--- config.mk ---
export PLATFORM = sky130hd
export DESIGN_NAME = decim_top
export DESIGN_NICKNAME = d
export VERILOG_FILES = /design/src/decim_ctrl_pkg.sv /design/src/decim_types_pkg.sv /design/src/decim_counter.sv /design/src/decim_gate.sv /design/src/decim_ratio_fsm.sv /design/src/decim_top.sv /design/src/stream_reg_slice.sv
export VERILOG_INCLUDE_DIRS = /design/src
export SDC_FILE = /design/constraint.sdc
export NUM_CORES = 1
export LEC_CHECK = 0
export BUFFER_PORTS_ARGS = -buffer_cell sky130_fd_sc_hd__buf_2
export CAP_MARGIN = 30
export CORE_UTILIZATION = 38
export CTS_BUF_LIST = sky130_fd_sc_hd__clkbuf_2 sky130_fd_sc_hd__clkbuf_4 sky130_fd_sc_hd__clkbuf_8
export CTS_CLUSTER_DIAMETER = 30
export DETAILED_ROUTE_END_ITERATION = 8
export SLEW_MARGIN = 30
export SYNTH_ARGS = -nofsm -noshare
export SYNTH_HDL_FRONTEND = slang
export SYNTH_SLANG_ARGS = --single-unit
--- constraint.sdc ---
create_clock -name clk -period 12.1 [get_ports clk]
set_input_delay 0 -clock clk [delete_from_list [all_inputs] [get_ports clk]]
set_output_delay 0 -clock clk [all_outputs]
set_load 0.01 [all_outputs]
--- src/decim_cfg.svh ---
// ############################
// Build-time configuration for the decimator.
// MAX_N sets the width of every ratio and count.
// KEEP_FIRST is fixed at build time and not changeable at run time.
// ############################

`ifndef DECIM_CFG_SVH
`define DECIM_CFG_SVH

// Width of one data word in bits
`define DECIM_WIDTH 16

// Largest decimation ratio the counters can hold
`define DECIM_MAX_N 255

// Selects which beat or packet of each group survives
// 0 keeps the last of the group, 1 keeps the first
`define DECIM_KEEP_FIRST 0

`endif

--- src/decim_ctrl_pkg.sv ---
// ############################
// Control types of the ratio state machine.
// ############################

`default_nettype none

package decim_ctrl_pkg;

  // LOAD takes the requested ratio and restarts the counts
  // RUN decimates with the active ratio
  // PENDING waits for the open packet to close before a reload
  typedef enum logic [1:0] {
    LOAD,
    RUN,
    PENDING
  } ratio_state_t;

endpackage

`default_nettype wire

--- src/decim_types_pkg.sv ---
// ############################
// Payload and count types of the decimator stream.
// Widths follow the build-time configuration header.
// ############################

`default_nettype none

`include "decim_cfg.svh"

package decim_types_pkg;

  // One data word of the stream
  typedef logic [`DECIM_WIDTH-1:0] sample_t;

  // Ratio and counter type, sized to hold MAX_N
  typedef logic [$clog2(`DECIM_MAX_N+1)-1:0] ratio_t;

  // One beat as carried through the register slices
  typedef struct packed {
    sample_t data;
    logic    last;
  } beat_t;

endpackage

`default_nettype wire

--- src/decim_counter.sv ---
// ############################
// Sample and packet counters that run from 1 to the active ratio.
// A ratio of zero forces every flag high, so nothing is dropped.
// A load makes the counts read as 1 in the same cycle.
// ############################

`timescale 1ns/1ps
`default_nettype none

module decim_counter
  import decim_types_pkg::*;
(
  input  wire logic   clk,
  input  wire logic   reset,
  input  wire logic   i_load,
  input  wire ratio_t i_active_n,
  input  wire logic   i_fire,
  input  wire logic   i_last,
  output logic        o_first_sample,
  output logic        o_last_sample,
  output logic        o_first_pkt,
  output logic        o_last_pkt
);

  ratio_t sample_cnt;
  ratio_t pkt_cnt;
  ratio_t sample_eff;
  ratio_t pkt_eff;
  logic   n_zero;

  // A beat taken during the load cycle is already the first one of the new group
  assign sample_eff = i_load ? ratio_t'(1) : sample_cnt;
  assign pkt_eff    = i_load ? ratio_t'(1) : pkt_cnt;
  assign n_zero     = (i_active_n == '0);

  assign o_first_sample = (sample_eff == ratio_t'(1)) | n_zero;
  assign o_last_sample  = (sample_eff >= i_active_n) | n_zero;
  assign o_first_pkt    = (pkt_eff == ratio_t'(1)) | n_zero;
  assign o_last_pkt     = (pkt_eff >= i_active_n) | n_zero;

  always_ff @(posedge clk) begin
    if (reset) begin
      sample_cnt <= ratio_t'(1);
    end else if (i_fire) begin
      sample_cnt <= o_last_sample ? ratio_t'(1) : sample_eff + ratio_t'(1);
    end else if (i_load) begin
      sample_cnt <= ratio_t'(1);
    end
  end

  always_ff @(posedge clk) begin
    if (reset) begin
      pkt_cnt <= ratio_t'(1);
    end else if (i_fire & i_last) begin
      // The packet count moves on the closing beat of each packet
      pkt_cnt <= o_last_pkt ? ratio_t'(1) : pkt_eff + ratio_t'(1);
    end else if (i_load) begin
      pkt_cnt <= ratio_t'(1);
    end
  end

  // Counts stay inside the ratio that the state machine hands over
  a_count_range: assert property (@(posedge clk) disable iff (reset)
    !i_load && !n_zero |-> sample_cnt <= i_active_n && pkt_cnt <= i_active_n);

endmodule

`default_nettype wire

--- src/decim_gate.sv ---
// ############################
// Keep or drop decision per beat, purely combinational.
// Dropped beats are taken without waiting for the output side.
// ############################

`timescale 1ns/1ps
`default_nettype none

`include "decim_cfg.svh"

module decim_gate
  import decim_types_pkg::*;
(
  input  wire logic  i_vector_mode,
  input  wire logic  i_in_valid,
  input  wire beat_t i_in_beat,
  output logic       o_in_ready,
  output logic       o_fire,
  output logic       o_out_valid,
  output beat_t      o_out_beat,
  input  wire logic  i_out_ready,
  input  wire logic  i_first_sample,
  input  wire logic  i_last_sample,
  input  wire logic  i_first_pkt,
  input  wire logic  i_last_pkt
);

  logic keep_sample;
  logic keep_pkt;
  logic keep;

  assign keep_sample = (`DECIM_KEEP_FIRST != 0) ? i_first_sample : i_last_sample;
  assign keep_pkt    = (`DECIM_KEEP_FIRST != 0) ? i_first_pkt : i_last_pkt;
  assign keep        = i_vector_mode ? keep_pkt : keep_sample;

  assign o_in_ready  = keep ? i_out_ready : 1'b1;
  assign o_fire      = i_in_valid & o_in_ready;
  assign o_out_valid = i_in_valid & keep;

  // In sample mode a kept beat closes an output packet only once per N packets
  assign o_out_beat.data = i_in_beat.data;
  assign o_out_beat.last = i_in_beat.last & (i_vector_mode | i_last_pkt);

endmodule

`default_nettype wire

--- src/decim_ratio_fsm.sv ---
// ############################
// Applies a requested ratio only between packets.
// During LOAD the requested ratio is already visible on o_active_n.
// A ratio change inside a packet waits for that packet's last beat.
// ############################

`timescale 1ns/1ps
`default_nettype none

module decim_ratio_fsm
  import decim_types_pkg::*;
  import decim_ctrl_pkg::*;
(
  input  wire logic   clk,
  input  wire logic   reset,
  input  wire ratio_t i_n,
  input  wire logic   i_fire,
  input  wire logic   i_last,
  output ratio_t      o_active_n,
  output logic        o_load
);

  ratio_state_t state;
  ratio_t       active_n_q;
  logic         pkt_open;
  logic         open_now;
  logic         n_differs;

  // A packet counts as open if one is already running or one starts right now
  assign open_now  = pkt_open | (i_fire & ~i_last);
  assign n_differs = (i_n != active_n_q);

  assign o_load = (state == LOAD);

  // In LOAD the new ratio is passed on at once, so beats in that cycle use it
  assign o_active_n = o_load ? i_n : active_n_q;

  always_ff @(posedge clk) begin
    if (reset) begin
      pkt_open <= 1'b0;
    end else if (i_fire) begin
      pkt_open <= ~i_last;
    end
  end

  always_ff @(posedge clk) begin
    if (reset) begin
      active_n_q <= '0;
    end else if (o_load) begin
      active_n_q <= i_n;
    end
  end

  always_ff @(posedge clk) begin
    if (reset) begin
      state <= LOAD;
    end else begin
      case (state)
        LOAD: begin
          state <= RUN;
        end
        RUN: begin
          if (n_differs) begin
            state <= open_now ? PENDING : LOAD;
          end
        end
        PENDING: begin
          // Reload in the cycle after the closing beat
          if (i_fire & i_last) begin
            state <= LOAD;
          end
        end
        default: begin
          state <= LOAD;
        end
      endcase
    end
  end

  // A reload happens only between packets and lasts a single cycle
  a_load_pulse: assert property (@(posedge clk) disable iff (reset)
    o_load |-> !pkt_open ##1 !o_load);

endmodule

`default_nettype wire

--- src/decim_top.sv ---
// ############################
// Stream decimator, one in N beats or packets.
// Two cycles from input to output with no back-pressure.
// A new N takes effect only between packets.
// ############################

`timescale 1ns/1ps
`default_nettype none

module decim_top
  import decim_types_pkg::*;
(
  input  wire logic    clk,
  input  wire logic    reset,
  input  wire logic    i_vector_mode,
  input  wire ratio_t  i_n,
  input  wire logic    i_s_valid,
  input  wire sample_t i_s_data,
  input  wire logic    i_s_last,
  output logic         o_s_ready,
  output logic         o_m_valid,
  output sample_t      o_m_data,
  output logic         o_m_last,
  input  wire logic    i_m_ready
);

  beat_t  s_beat;
  beat_t  m_beat;
  beat_t  in_beat;
  beat_t  out_beat;
  logic   in_valid;
  logic   in_ready;
  logic   in_fire;
  logic   out_valid;
  logic   out_ready;
  ratio_t active_n;
  logic   load;
  logic   first_sample;
  logic   last_sample;
  logic   first_pkt;
  logic   last_pkt;

  assign s_beat.data = i_s_data;
  assign s_beat.last = i_s_last;
  assign o_m_data    = m_beat.data;
  assign o_m_last    = m_beat.last;

  stream_reg_slice #(.T(beat_t)) u_in_slice (
    .clk(clk), .reset(reset),
    .i_valid(i_s_valid), .i_data(s_beat), .o_ready(o_s_ready),
    .o_valid(in_valid), .o_data(in_beat), .i_ready(in_ready)
  );

  decim_ratio_fsm u_fsm (
    .clk(clk), .reset(reset), .i_n(i_n),
    .i_fire(in_fire), .i_last(in_beat.last),
    .o_active_n(active_n), .o_load(load)
  );

  decim_counter u_counter (
    .clk(clk), .reset(reset), .i_load(load), .i_active_n(active_n),
    .i_fire(in_fire), .i_last(in_beat.last),
    .o_first_sample(first_sample), .o_last_sample(last_sample),
    .o_first_pkt(first_pkt), .o_last_pkt(last_pkt)
  );

  decim_gate u_gate (
    .i_vector_mode(i_vector_mode),
    .i_in_valid(in_valid), .i_in_beat(in_beat), .o_in_ready(in_ready), .o_fire(in_fire),
    .o_out_valid(out_valid), .o_out_beat(out_beat), .i_out_ready(out_ready),
    .i_first_sample(first_sample), .i_last_sample(last_sample),
    .i_first_pkt(first_pkt), .i_last_pkt(last_pkt)
  );

  stream_reg_slice #(.T(beat_t)) u_out_slice (
    .clk(clk), .reset(reset),
    .i_valid(out_valid), .i_data(out_beat), .o_ready(out_ready),
    .o_valid(o_m_valid), .o_data(m_beat), .i_ready(i_m_ready)
  );

endmodule

`default_nettype wire

--- src/stream_reg_slice.sv ---
// ############################
// Registered valid/ready slice with a skid entry.
// One cycle of latency, full rate, registered ready.
// Payload type is set by parameter T.
// ############################

`timescale 1ns/1ps
`default_nettype none

module stream_reg_slice
  import decim_types_pkg::*;
#(
  parameter type T = beat_t
) (
  input  wire logic clk,
  input  wire logic reset,
  input  wire logic i_valid,
  input  wire T     i_data,
  output logic      o_ready,
  output logic      o_valid,
  output T          o_data,
  input  wire logic i_ready
);

  T     main_data;
  T     skid_data;
  logic main_valid;
  logic skid_valid;
  logic main_load;

  // The main entry can take new data when it is empty or being drained
  assign main_load = ~main_valid | i_ready;

  // Ready only depends on the skid entry, so it comes straight from a flop
  assign o_ready = ~skid_valid;
  assign o_valid = main_valid;
  assign o_data  = main_data;

  always_ff @(posedge clk) begin
    if (reset) begin
      main_valid <= 1'b0;
      skid_valid <= 1'b0;
    end else if (main_load) begin
      main_valid <= skid_valid | i_valid;
      skid_valid <= 1'b0;
    end else if (i_valid & ~skid_valid) begin
      // Main is stalled, so the beat accepted this cycle parks in the skid entry
      skid_valid <= 1'b1;
    end
  end

  always_ff @(posedge clk) begin
    if (main_load) begin
      main_data <= skid_valid ? skid_data : i_data;
    end
    if (~main_load & i_valid & ~skid_valid) begin
      skid_data <= i_data;
    end
  end

  // A stalled output beat must not change until it is taken
  a_hold_stable: assert property (@(posedge clk) disable iff (reset)
    o_valid && !i_ready |=> o_valid && $stable(o_data));

endmodule

`default_nettype wire

==> results of run 1 <==
cell families (layout without fill, tap and decap cells):
group | Yosys count | in the layout | synth area share [%]
AND/OR/NAND/NOR | 117 | 117 | 13.69
buffers and inverters | 31 | 108 | 3.079
adder cells (fa/ha/maj) | 14 | 14 | 3.849
XOR/XNOR | 8 | 8 | 1.540
AO/OA/AOI/OAI | 54 | 54 | 9.596
multiplexers | 40 | 40 | 9.733
flip-flops | 99 | 99 | 58.51
layer usage:
| metal | GRT usage [%] | up-vias | routed length, um |
|---|---|---|---|
| li1 | - | 1500 | - |
| met1 | 20.28 | 1425 | 4396 |
| met2 | 25.75 | 75 | 4340 |
| met3 | 4.790 | 8 | 381 |
| met4 | 5.225 | 0 | 138 |
| met5 | 0 | - | 0 |
flip-flops by register name, summed over array words and instances, names as in the netlist, 2 cells and up:
| name | cells |
|---|---|
| u_fsm.active_n_q | 8 |
| u_out_slice.skid_data | 17 |
| u_in_slice.skid_data | 17 |
| u_counter.sample_cnt | 8 |
| u_out_slice.o_data | 17 |
| u_fsm.state | 2 |
| u_counter.pkt_cnt | 8 |
| u_in_slice.o_data | 17 |
power groups by stage:
stage / Sequential, mW / Clock, mW / Combinational (mW)
detailed placement: 0.386 / 0 / 0.0638
global route: 0.380 / 0.247 / 0.0778
global placement: 0.386 / 0 / 0.0630
CTS: 0.379 / 0.234 / 0.0703
floorplan: 0.387 / 0 / 0.0432
finish: 0.379 / 0.228 / 0.0705
worst max path at each step:
stage	endpoint	slack [ns]	depth (start not counted)
floorplan	u_in_slice.skid_data[0]	7.53	15
CTS	u_in_slice.skid_data[11]	7.72	11
global placement	u_in_slice.skid_data[12]	7.81	11
global route	u_in_slice.skid_data[11]	7.32	11
finish	u_in_slice.skid_data[11]	7.70	11
detailed placement	u_in_slice.skid_data[12]	7.73	11
stage by stage:
| step | cell area, um2 | utilization, % |
|---|---|---|
| floorplan | 4551 | - |
| global placement | 4922 | 42.56 |
| detailed placement | 4922 | 42.56 |
| CTS | 5390 | 46.61 |
| global route | 5390 | 46.61 |
| finish | 5390 | 46.61 |
critical path, cell delays in order, from the launching register on:
cell	delay, ns
dfxtp_1	0.39
nor2_1	0.76
mux2i_1	0.30
ha_1	0.38
nand2_1	0.07
nor4_2	0.41
a211o_1	0.27
o21ai_0	0.10
a21oi_1	0.21
nand2_1	0.56
nor3b_2	0.35
buf_4	0.28
synthesized netlist by cell type (5+ instances only):
library cell / n
and3_1: 8
clkbuf_1: 9
nand3_1: 5
nor4_1: 5
mux2_2: 34
edfxtp_1: 68
o22ai_1: 5
xnor2_1: 7
ha_1: 14
o2bb2ai_1: 5
nor2_1: 28
inv_1: 16
mux2i_1: 6
nand4_1: 8
dfxtp_1: 31
nand2b_1: 8
nor3_1: 5
nand2_1: 24
o21ai_0: 8
a21oi_1: 12
layout make-up:
class	count	area [um2]	share of cell area (%)
Clock buffer	10	137.6	2.553
Clock inverter	6	80.08	1.486
Inverter	16	60.06	1.114
Multi-Input combinational cell	233	1758	32.61
Sequential cell	99	2663	49.40
Tap cell	143	178.9	3.319
Timing Repair Buffer	76	513.0	9.517
timing repair:
action | in CTS | in global routing
hold buffers | 25 | 0
hold endpoints to repair | 43 | 0
setup buffers | 0 | 0
resized for setup | 0 | 0
==> flow_metrics.py, run 1 <==
metrics = {
    "status": {
        "outcome": "finished, violations left",
        "violations": "DRC",
    },
    "timing": {
        "worstMarginPinSlew_ns": 0.9693,
        "rsz0062_at_grt": "false",
        "setup_viol": 0,
        "holdWs_ns": 0.09755,
        "finalCritPeriodShare_pct": 36.39,
        "drv_slew": 0,
        "post-route-worst-setup-slack_ns": 7.697,
        "layout_min_cycle_time_ns": 4.403,
        "hold_viol": 0,
        "fin_tns_setup_ns": 0,
        "fmax_mhz": 227.1,
        "fin_worst_skew_ns": 0.01181,
        "slew_headroom_pct": 35.14,
    },
    "synthesis": {
        "synth_nets": 407,
        "syn_area_per_cell_um2": 12.54,
        "yosys_register_bits": 99,
        "async_flop_share_pct": 0,
        "ys_types": 54,
        "ys_warn_count": 0,
        "yosysTopAreaCellShare_pct": 44.87,
        "syn_inst": 363,
        "netlist_top_cells_area": "edfxtp_1 (45%), dfxtp_1 (14%), mux2_2 (8.4%), ha_1 (3.8%), nor2_1 (2.3%)",
        "ys.flop_type": "edfxtp_1",
        "synthesis.area_um2": 4551,
        "synth_edf_count": 68,
        "seq_area_frac_synth_pct": 58.51,
        "synth_top_cell_by_area": "edfxtp_1",
    },
    "routing": {
        "wire_per_inst_um": 15.88,
        "vias": 3008,
        "drt_wl_total_um": 9256,
        "drc": 7,
        "via_per_inst": 5.160,
        "drtAntennaViolNets": 0,
        "dr.pass1.iters": 7,
        "dr.first_iter.drc_count": 283,
    },
    "pwr": {
        "leakagePower_nw": 2.052,
        "p_seq_share_pct": 55.9,
        "p_comb_share_pct": 10.4,
        "p_per_area_nw_per_um2": 125.7,
        "pwr-share-clk_pct": 33.7,
        "swShare_pct": 24.81,
        "power.internal_mw": 0.5093,
        "finalPower_mw": 0.6773,
        "peakVddDrop_mv": 0.07523,
        "netSwitchingPower_mw": 0.1680,
    },
    "global_routing": {
        "grt_start_max_net_pins": 45,
        "antenna_found_initial": 0,
        "grt_pass1_vias": 3011,
        "track_usage_pct": 15.88,
        "grt.overflow.total": 0,
        "grt_pass1_wl_um": 15110,
    },
    "floorplanning": {
        "die_area_um2": 12420,
        "ios": 49,
        "floorplan.initialDensity_pct": 39.35,
        "die_h_um": 111.4,
        "die_w_um": 111.4,
        "core-area_um2": 11560,
        "row_count": 39,
    },
    "finish": {
        "n_antenna_cell": 0,
        "fillCellCount": 1036,
        "synthToLayoutAreaGrowth_pct": 18.45,
        "final_common_cell": "edfxtp_1",
        "most-common-layout-cells": "edfxtp_1 (68), buf_2 (48), mux2_2 (34)",
        "final_nets": 479,
        "instances_no_fill": 583,
        "drive_above_1_share_pct": 26.36,
    },
    "hold_path": {
        "timing.hold.worst.start": "i_n[2]",
        "min_to": "u_fsm.active_n_q[2]",
        "whs_path_depth": 3,
        "hold_class": "primary input to flop",
    },
    "clock_tree": {
        "cts_root_buf": "clkbuf_8",
        "cts_tree": "yes",
        "clock_latency_ns": 0.38,
        "cts_buffer_depth": 2,
        "cts.sinks": 99,
        "path_clk_slew_ns": 0.10,
        "numCtsBuffers": 9,
        "ctsHtreeMaxLevel": 3,
    },
    "setup_path": {
        "reg2reg_depth": 11,
        "crit_fanout": 20,
        "cp-start-kind": "flop",
        "timing.rr.end": "u_in_slice.skid_data[11]",
        "r2r_setup_slack_ns": 7.70,
        "required_ns": 12.18,
        "reg2reg_from": "u_fsm.state[0]",
        "startpoint": "u_fsm.state[0]",
        "end_kind": "flop",
        "crit_type": "flop to flop",
        "worstPathArrival_ns": 4.48,
    },
    "placed_design": {
        "place_inst": 542,
        "gp_congestion": 0.8723,
        "dpl.hpwl_um": 6156,
        "place_ws_ns": 7.733,
        "port_buffers": 48,
    },
    "flow_run": {
        "cap_violations": 0,
    },
}
Note: power is estimated with default switching activity, not from simulation.
==> inputs of run 2 (changes only) <==
==> constraint.sdc (replaced) <==
create_clock -name clk -period 3.68 [get_ports clk]
set_input_delay 0 -clock clk [delete_from_list [all_inputs] [get_ports clk]]
set_output_delay 0 -clock clk [all_outputs]
set_load 0.01 [all_outputs]
==> flow_metrics.py, run 2 (synthesis gave the netlist of run 1 again) <==
metrics = {
    "status": {
        "outcome": "finished, violations left",
        "violations": "DRC",
    },
    "clock_tree": {
        "clock_latency_ns": 0.38,
        "cts_root_buf": "clkbuf_8",
        "numCtsBuffers": 9,
        "cts_tree": "yes",
        "cts_buffer_depth": 2,
        "path_clk_slew_ns": 0.10,
        "postCtsSetupBuffers": 0,
        "cts.sinks": 99,
        "ctsHtreeMaxLevel": 3,
    },
    "global_routing": {
        "grt_use_met2_pct": 25.33,
        "track_usage_pct": 15.90,
        "top_usage_layer": "met2",
        "grt.overflow.total": 0,
        "grt_start_max_net_pins": 45,
        "grt_util_met1_pct": 20.92,
        "grt_pass1_wl_um": 15150,
        "grt_util_met3_pct": 3.103,
        "antenna_found_initial": 0,
        "grt_pass1_vias": 2997,
    },
    "hold_path": {
        "whs_path_depth": 3,
        "hold_class": "primary input to flop",
    },
    "setup_path": {
        "timing.rr.end": "u_in_slice.skid_data[2]",
        "required_ns": 3.81,
        "crit_fanout": 17,
        "cp-start-kind": "flop",
        "end_kind": "flop",
        "worstPathArrival_ns": 3.51,
        "r2r_setup_slack_ns": 0.30,
        "crit_type": "flop to flop",
        "reg2reg_depth": 14,
        "startpoint": "u_fsm.state[0]",
        "reg2reg_from": "u_fsm.state[0]",
        "endpoint": "u_in_slice.skid_data[2]",
    },
    "timing": {
        "setup_viol": 0,
        "fmax_mhz": 296.3,
        "slew_headroom_pct": 37.12,
        "hold_viol": 0,
        "drv_slew": 0,
        "rsz0062_at_grt": "false",
        "finalCritPeriodShare_pct": 91.72,
        "post-route-worst-setup-slack_ns": 0.3047,
        "fin_worst_skew_ns": 0.005441,
        "fin_tns_setup_ns": 0,
        "layout_min_cycle_time_ns": 3.375,
        "worstMarginPinSlew_ns": 0.9419,
    },
    "pwr": {
        "leakagePower_nw": 2.056,
        "p_per_area_nw_per_um2": 399.4,
        "peakVddDrop_mv": 0.2600,
    },
    "floorplanning": {
        "die_h_um": 111.4,
        "die_area_um2": 12420,
        "row_count": 39,
        "die_w_um": 111.4,
        "ios": 49,
        "core-area_um2": 11560,
        "floorplan.initialDensity_pct": 39.35,
    },
    "placed_design": {
        "dpl.hpwl_um": 6406,
        "placed_area_um2": 4976,
        "port_buffers": 48,
        "place_ws_ns": 0.1430,
        "gp_congestion": 0.8593,
    },
    "routing": {
        "wire_per_inst_um": 15.74,
        "via_per_inst": 5.174,
        "drt_wl_total_um": 9238,
        "dr.first_iter.drc_count": 301,
        "vias": 3037,
        "drtAntennaViolNets": 0,
        "drc": 4,
        "dr.pass1.iters": 6,
    },
    "finish": {
        "seqCellArea_um2": 2663,
        "fillCellCount": 1016,
        "drive_above_1_share_pct": 28.83,
        "multi_input_area_um2": 1779,
        "n_antenna_cell": 0,
        "final_common_cell": "edfxtp_1",
        "synthToLayoutAreaGrowth_pct": 18.72,
        "final_nets": 483,
        "fin_area_um2": 5403,
        "most-common-layout-cells": "edfxtp_1 (68), buf_2 (48), mux2_2 (34)",
    },
    "flow_run": {
        "cap_violations": 0,
    },
}
-- run 2: power breakdown --
group | leakage (nW) | internal, mW | switching (mW)
Combinational | 1.04 | 0.113 | 0.127
Sequential | 0.919 | 1.22 | 0.0230
Clock | 0.0954 | 0.260 | 0.412
Total | 2.06 | 1.60 | 0.562
-- run 2: worst min path at each step --
stage,start,endpoint,slack (ns)
global placement,i_s_data[11],u_in_slice.skid_data[12],0.19
detailed placement,i_s_data[10],u_in_slice.skid_data[11],0.20
finish,i_n[5],u_fsm.active_n_q[5],0.007
CTS,i_n[5],u_fsm.active_n_q[5],0.005
global route,i_n[5],u_fsm.active_n_q[5],0.04
floorplan,i_s_last,u_in_slice.skid_data[0],0.1
-- run 2: metal layers --
| metal | vias to the layer above | wire length (um) |
|---|---|---|
| met5 | - | 0 |
| met4 | 0 | 190 |
| met3 | 14 | 305 |
| met2 | 54 | 4320 |
| met1 | 1461 | 4421 |
| li1 | 1508 | - |
-- run 2: worst max-delay path, stage by stage (launching register included) --
cell and delay [ns]:
dfxtp_1 0.48, nor2_1 0.12, buf_4 0.19, buf_4 0.16, nor2_1 0.22, ha_1 0.30
nand2b_1 0.14, a2111oi_0 0.44, nor3_1 0.13, o21ai_2 0.14, and2_2 0.28, a21oi_2 0.10
nand2_2 0.12, nor3b_4 0.06, buf_4 0.25
-- run 2: area by class of cell --
cell class / instances / share of cell area (%)
clock buffer: 9 / 2.293
clock inverter: 7 / 1.112
inverter: 16 / 1.112
multi-input combinational: 233 / 32.93
sequential: 99 / 49.28
tap: 143 / 3.312
timing repair buffer: 80 / 9.958
-- run 2: stage by stage --
| stage | utilization [%] | std cells | total power [mW] | hold slack [ns] |
|---|---|---|---|---|
| floorplan | - | 363 | 1.414 | 0.09887 |
| global placement | 43.03 | 548 | 1.487 | 0.1928 |
| detailed placement | 43.03 | 548 | 1.489 | 0.1959 |
| CTS | 46.61 | 587 | 2.177 | 0.005159 |
| global route | 46.72 | 587 | 2.252 | 0.03533 |
| finish | 46.72 | 587 | 2.158 | 0.007050 |
-- run 2: what timing repair did --
action                                  in CTS  in global routing
endpoints found under the setup margin       0                 55
gates resized for setup                      0                  5
hold buffers                                23                  0
endpoints found under the hold margin       41                  0
==> inputs of run 3 (changes only) <==
--- a/config.mk
+++ b/config.mk
@@ -8,6 +8,7 @@
 export LEC_CHECK = 0
 export BUFFER_PORTS_ARGS = -buffer_cell sky130_fd_sc_hd__buf_2
 export CAP_MARGIN = 30
+export CORE_ASPECT_RATIO = 0.8
 export CORE_UTILIZATION = 38
 export CTS_BUF_LIST = sky130_fd_sc_hd__clkbuf_2 sky130_fd_sc_hd__clkbuf_4 sky130_fd_sc_hd__clkbuf_8
 export CTS_CLUSTER_DIAMETER = 30
==> flow_metrics.py, run 3 (synthesis gave the netlist of run 1 again) <==
metrics = {
    "status": {
        "outcome": "complete, no violations",
    },
    "timing": {
        "worstMarginPinSlew_ns": 0.7827,
        "drv_slew": 0,
        "layout_min_cycle_time_ns": 3.487,
        "fin_tns_setup_ns": 0,
        "finalCritPeriodShare_pct": 94.76,
        "rsz0062_at_grt": "false",
        "fmax_mhz": 286.8,
        "hold_viol": 0,
        "setup_viol": 0,
        "fin_worst_skew_ns": 0.01152,
        "slew_headroom_pct": 47.82,
    },
    "setup_path": {
        "critPathBufInv": 3,
        "path_cells": "buf_4, nor2_1, buf_4, mux2i_1, ha_1, a21oi_1, o21ai_0, buf_4, a2111oi_4, a311oi_4, nor2_4, mux2i_1, or2_1",
        "cp-start-kind": "flop",
        "worst_path_most_repeated_cell": "buf_4",
        "end_kind": "flop",
        "required_ns": 3.95,
        "crit_fanout": 16,
        "crit_type": "flop to flop",
        "worstPathArrival_ns": 3.75,
        "slowest_delay_ns": 0.52,
        "critPathTopFamily": "compound AO/OA/AOI/OAI gates",
        "critPathSlowestCell": "mux2i_1",
    },
    "routing": {
        "via_per_inst": 5.146,
        "drt_wl_total_um": 9286,
        "drc": 0,
        "wl_met1_um": 4849,
        "wire_per_inst_um": 15.55,
        "drtAntennaViolNets": 0,
        "top_layer_used": "met4",
        "wl_met3_um": 332,
        "met2_length_um": 3937,
        "dr.pass1.iters": 4,
        "vias": 3072,
        "dr.first_iter.drc_count": 207,
    },
    "global_routing": {
        "grt_start_max_net_pins": 45,
        "grt.overflow.total": 0,
        "track_usage_pct": 15.68,
        "grt_pass1_vias": 2957,
        "antenna_found_initial": 0,
        "grt_pass1_wl_um": 15210,
    },
    "placed_design": {
        "gp_congestion": 0.8229,
        "port_buffers": 48,
        "dpl.hpwl_um": 6577,
        "place_inst": 561,
    },
    "pwr": {
        "leakagePower_nw": 2.088,
        "p_per_area_nw_per_um2": 393.3,
        "peakVddDrop_mv": 0.1815,
    },
    "finish": {
        "drive_above_1_share_pct": 29.18,
        "multi_input_area_um2": 1773,
        "synthToLayoutAreaGrowth_pct": 19.41,
        "fillCellCount": 1033,
        "n_antenna_cell": 0,
        "final_nets": 488,
        "final_common_cell": "edfxtp_1",
        "most-common-layout-cells": "edfxtp_1 (68), buf_2 (48), mux2_2 (34)",
        "instances_no_fill": 597,
        "seqCellArea_um2": 2664,
    },
    "clock_tree": {
        "cts_buffer_depth": 2,
        "postCtsSetupBuffers": 0,
        "path_clk_slew_ns": 0.10,
        "cts_tree": "yes",
        "numCtsBuffers": 9,
        "clock_latency_ns": 0.37,
        "cts.sinks": 99,
        "cts_root_buf": "clkbuf_8",
        "ctsHtreeMaxLevel": 3,
    },
    "floorplanning": {
        "die_h_um": 99.88,
        "row_count": 35,
        "ios": 49,
        "core-area_um2": 11600,
        "floorplan.initialDensity_pct": 39.21,
        "die_area_um2": 12420,
        "die_w_um": 124.4,
    },
    "flow_run": {
        "cap_violations": 0,
    },
    "hold_path": {
        "hold_class": "primary input to flop",
    },
}
==> run 3: changes by cell type in the layout (fill, tap and decap cells not counted), moves of 2 or more <==
cell and delta:
dlygate4sd3_1 -3, clkinv_4 +3, clkinv_2 -2, buf_4 +8
mux2i_1 +2, mux2i_2 -2
==> run 3: per-stage QoR <==
step           area, um2  hold slack, ns  power [mW]  util, %  setup WS, ns
2_1_floorplan       4569         0.09887       1.414        -       0.06788
3_3_place_gp        5042          0.1918       1.492    43.45        0.2211
3_5_place_dp        5042          0.1937       1.497    43.45        0.1023
4_1_cts             5426         0.02857       2.161    46.76       0.08127
5_1_grt             5434         0.02778       2.231    46.82       0.02407
6_report            5434         0.03313       2.137    46.82        0.1928
==> run 3: metal layers <==
| layer | up-vias | GRT usage [%] |
|---|---|---|
| li1 | 1513 | - |
| met1 | 1475 | 21.71 |
| met2 | 65 | 23.88 |
| met3 | 19 | 3.785 |
| met4 | 0 | 5.931 |
| met5 | - | 0 |
==> run 3: layout make-up <==
cell class	instances	share of cell area (%)
clock buffer	9	2.280
sequential	99	49.02
multi-input combinational	233	32.63
inverter	16	1.105
timing repair buffer	85	10.45
clock inverter	7	1.105
tap	148	3.408
==> run 3: worst min-delay path: stages <==
cell	delay (ns)
buf_2	0.12
mux2i_1	0.15
nor2_1	0.10
==> run 3: final timing paths <==
| check | from | endpoint | slack [ns] | depth (start not counted) |
|---|---|---|---|---|
| hold reg to reg | u_in_slice.o_data[3] | u_out_slice.skid_data[3] | 0.44 | 0 |
| hold / removal | i_n[7] | u_fsm.active_n_q[7] | 0.03 | 3 |
| setup / recovery | u_fsm.state[1] | u_counter.pkt_cnt[0] | 0.19 | 13 |
| setup reg to reg | u_fsm.state[1] | u_counter.pkt_cnt[0] | 0.19 | 13 |
==> run 3: power breakdown <==
group / leakage, nW / total [mW] / internal (mW) / switching (mW)
Clock: 0.0909 / 0.650 / 0.256 / 0.393
Sequential: 0.919 / 1.24 / 1.22 / 0.0198
Combinational: 1.08 / 0.246 / 0.113 / 0.133
Total: 2.09 / 2.14 / 1.59 / 0.546
==> run 3: timing repair <==
item                                    CTS  global route
endpoints found under the setup margin    0            10
endpoints found under the hold margin    38             0
hold buffers                             20             0
resized for setup                         0             1
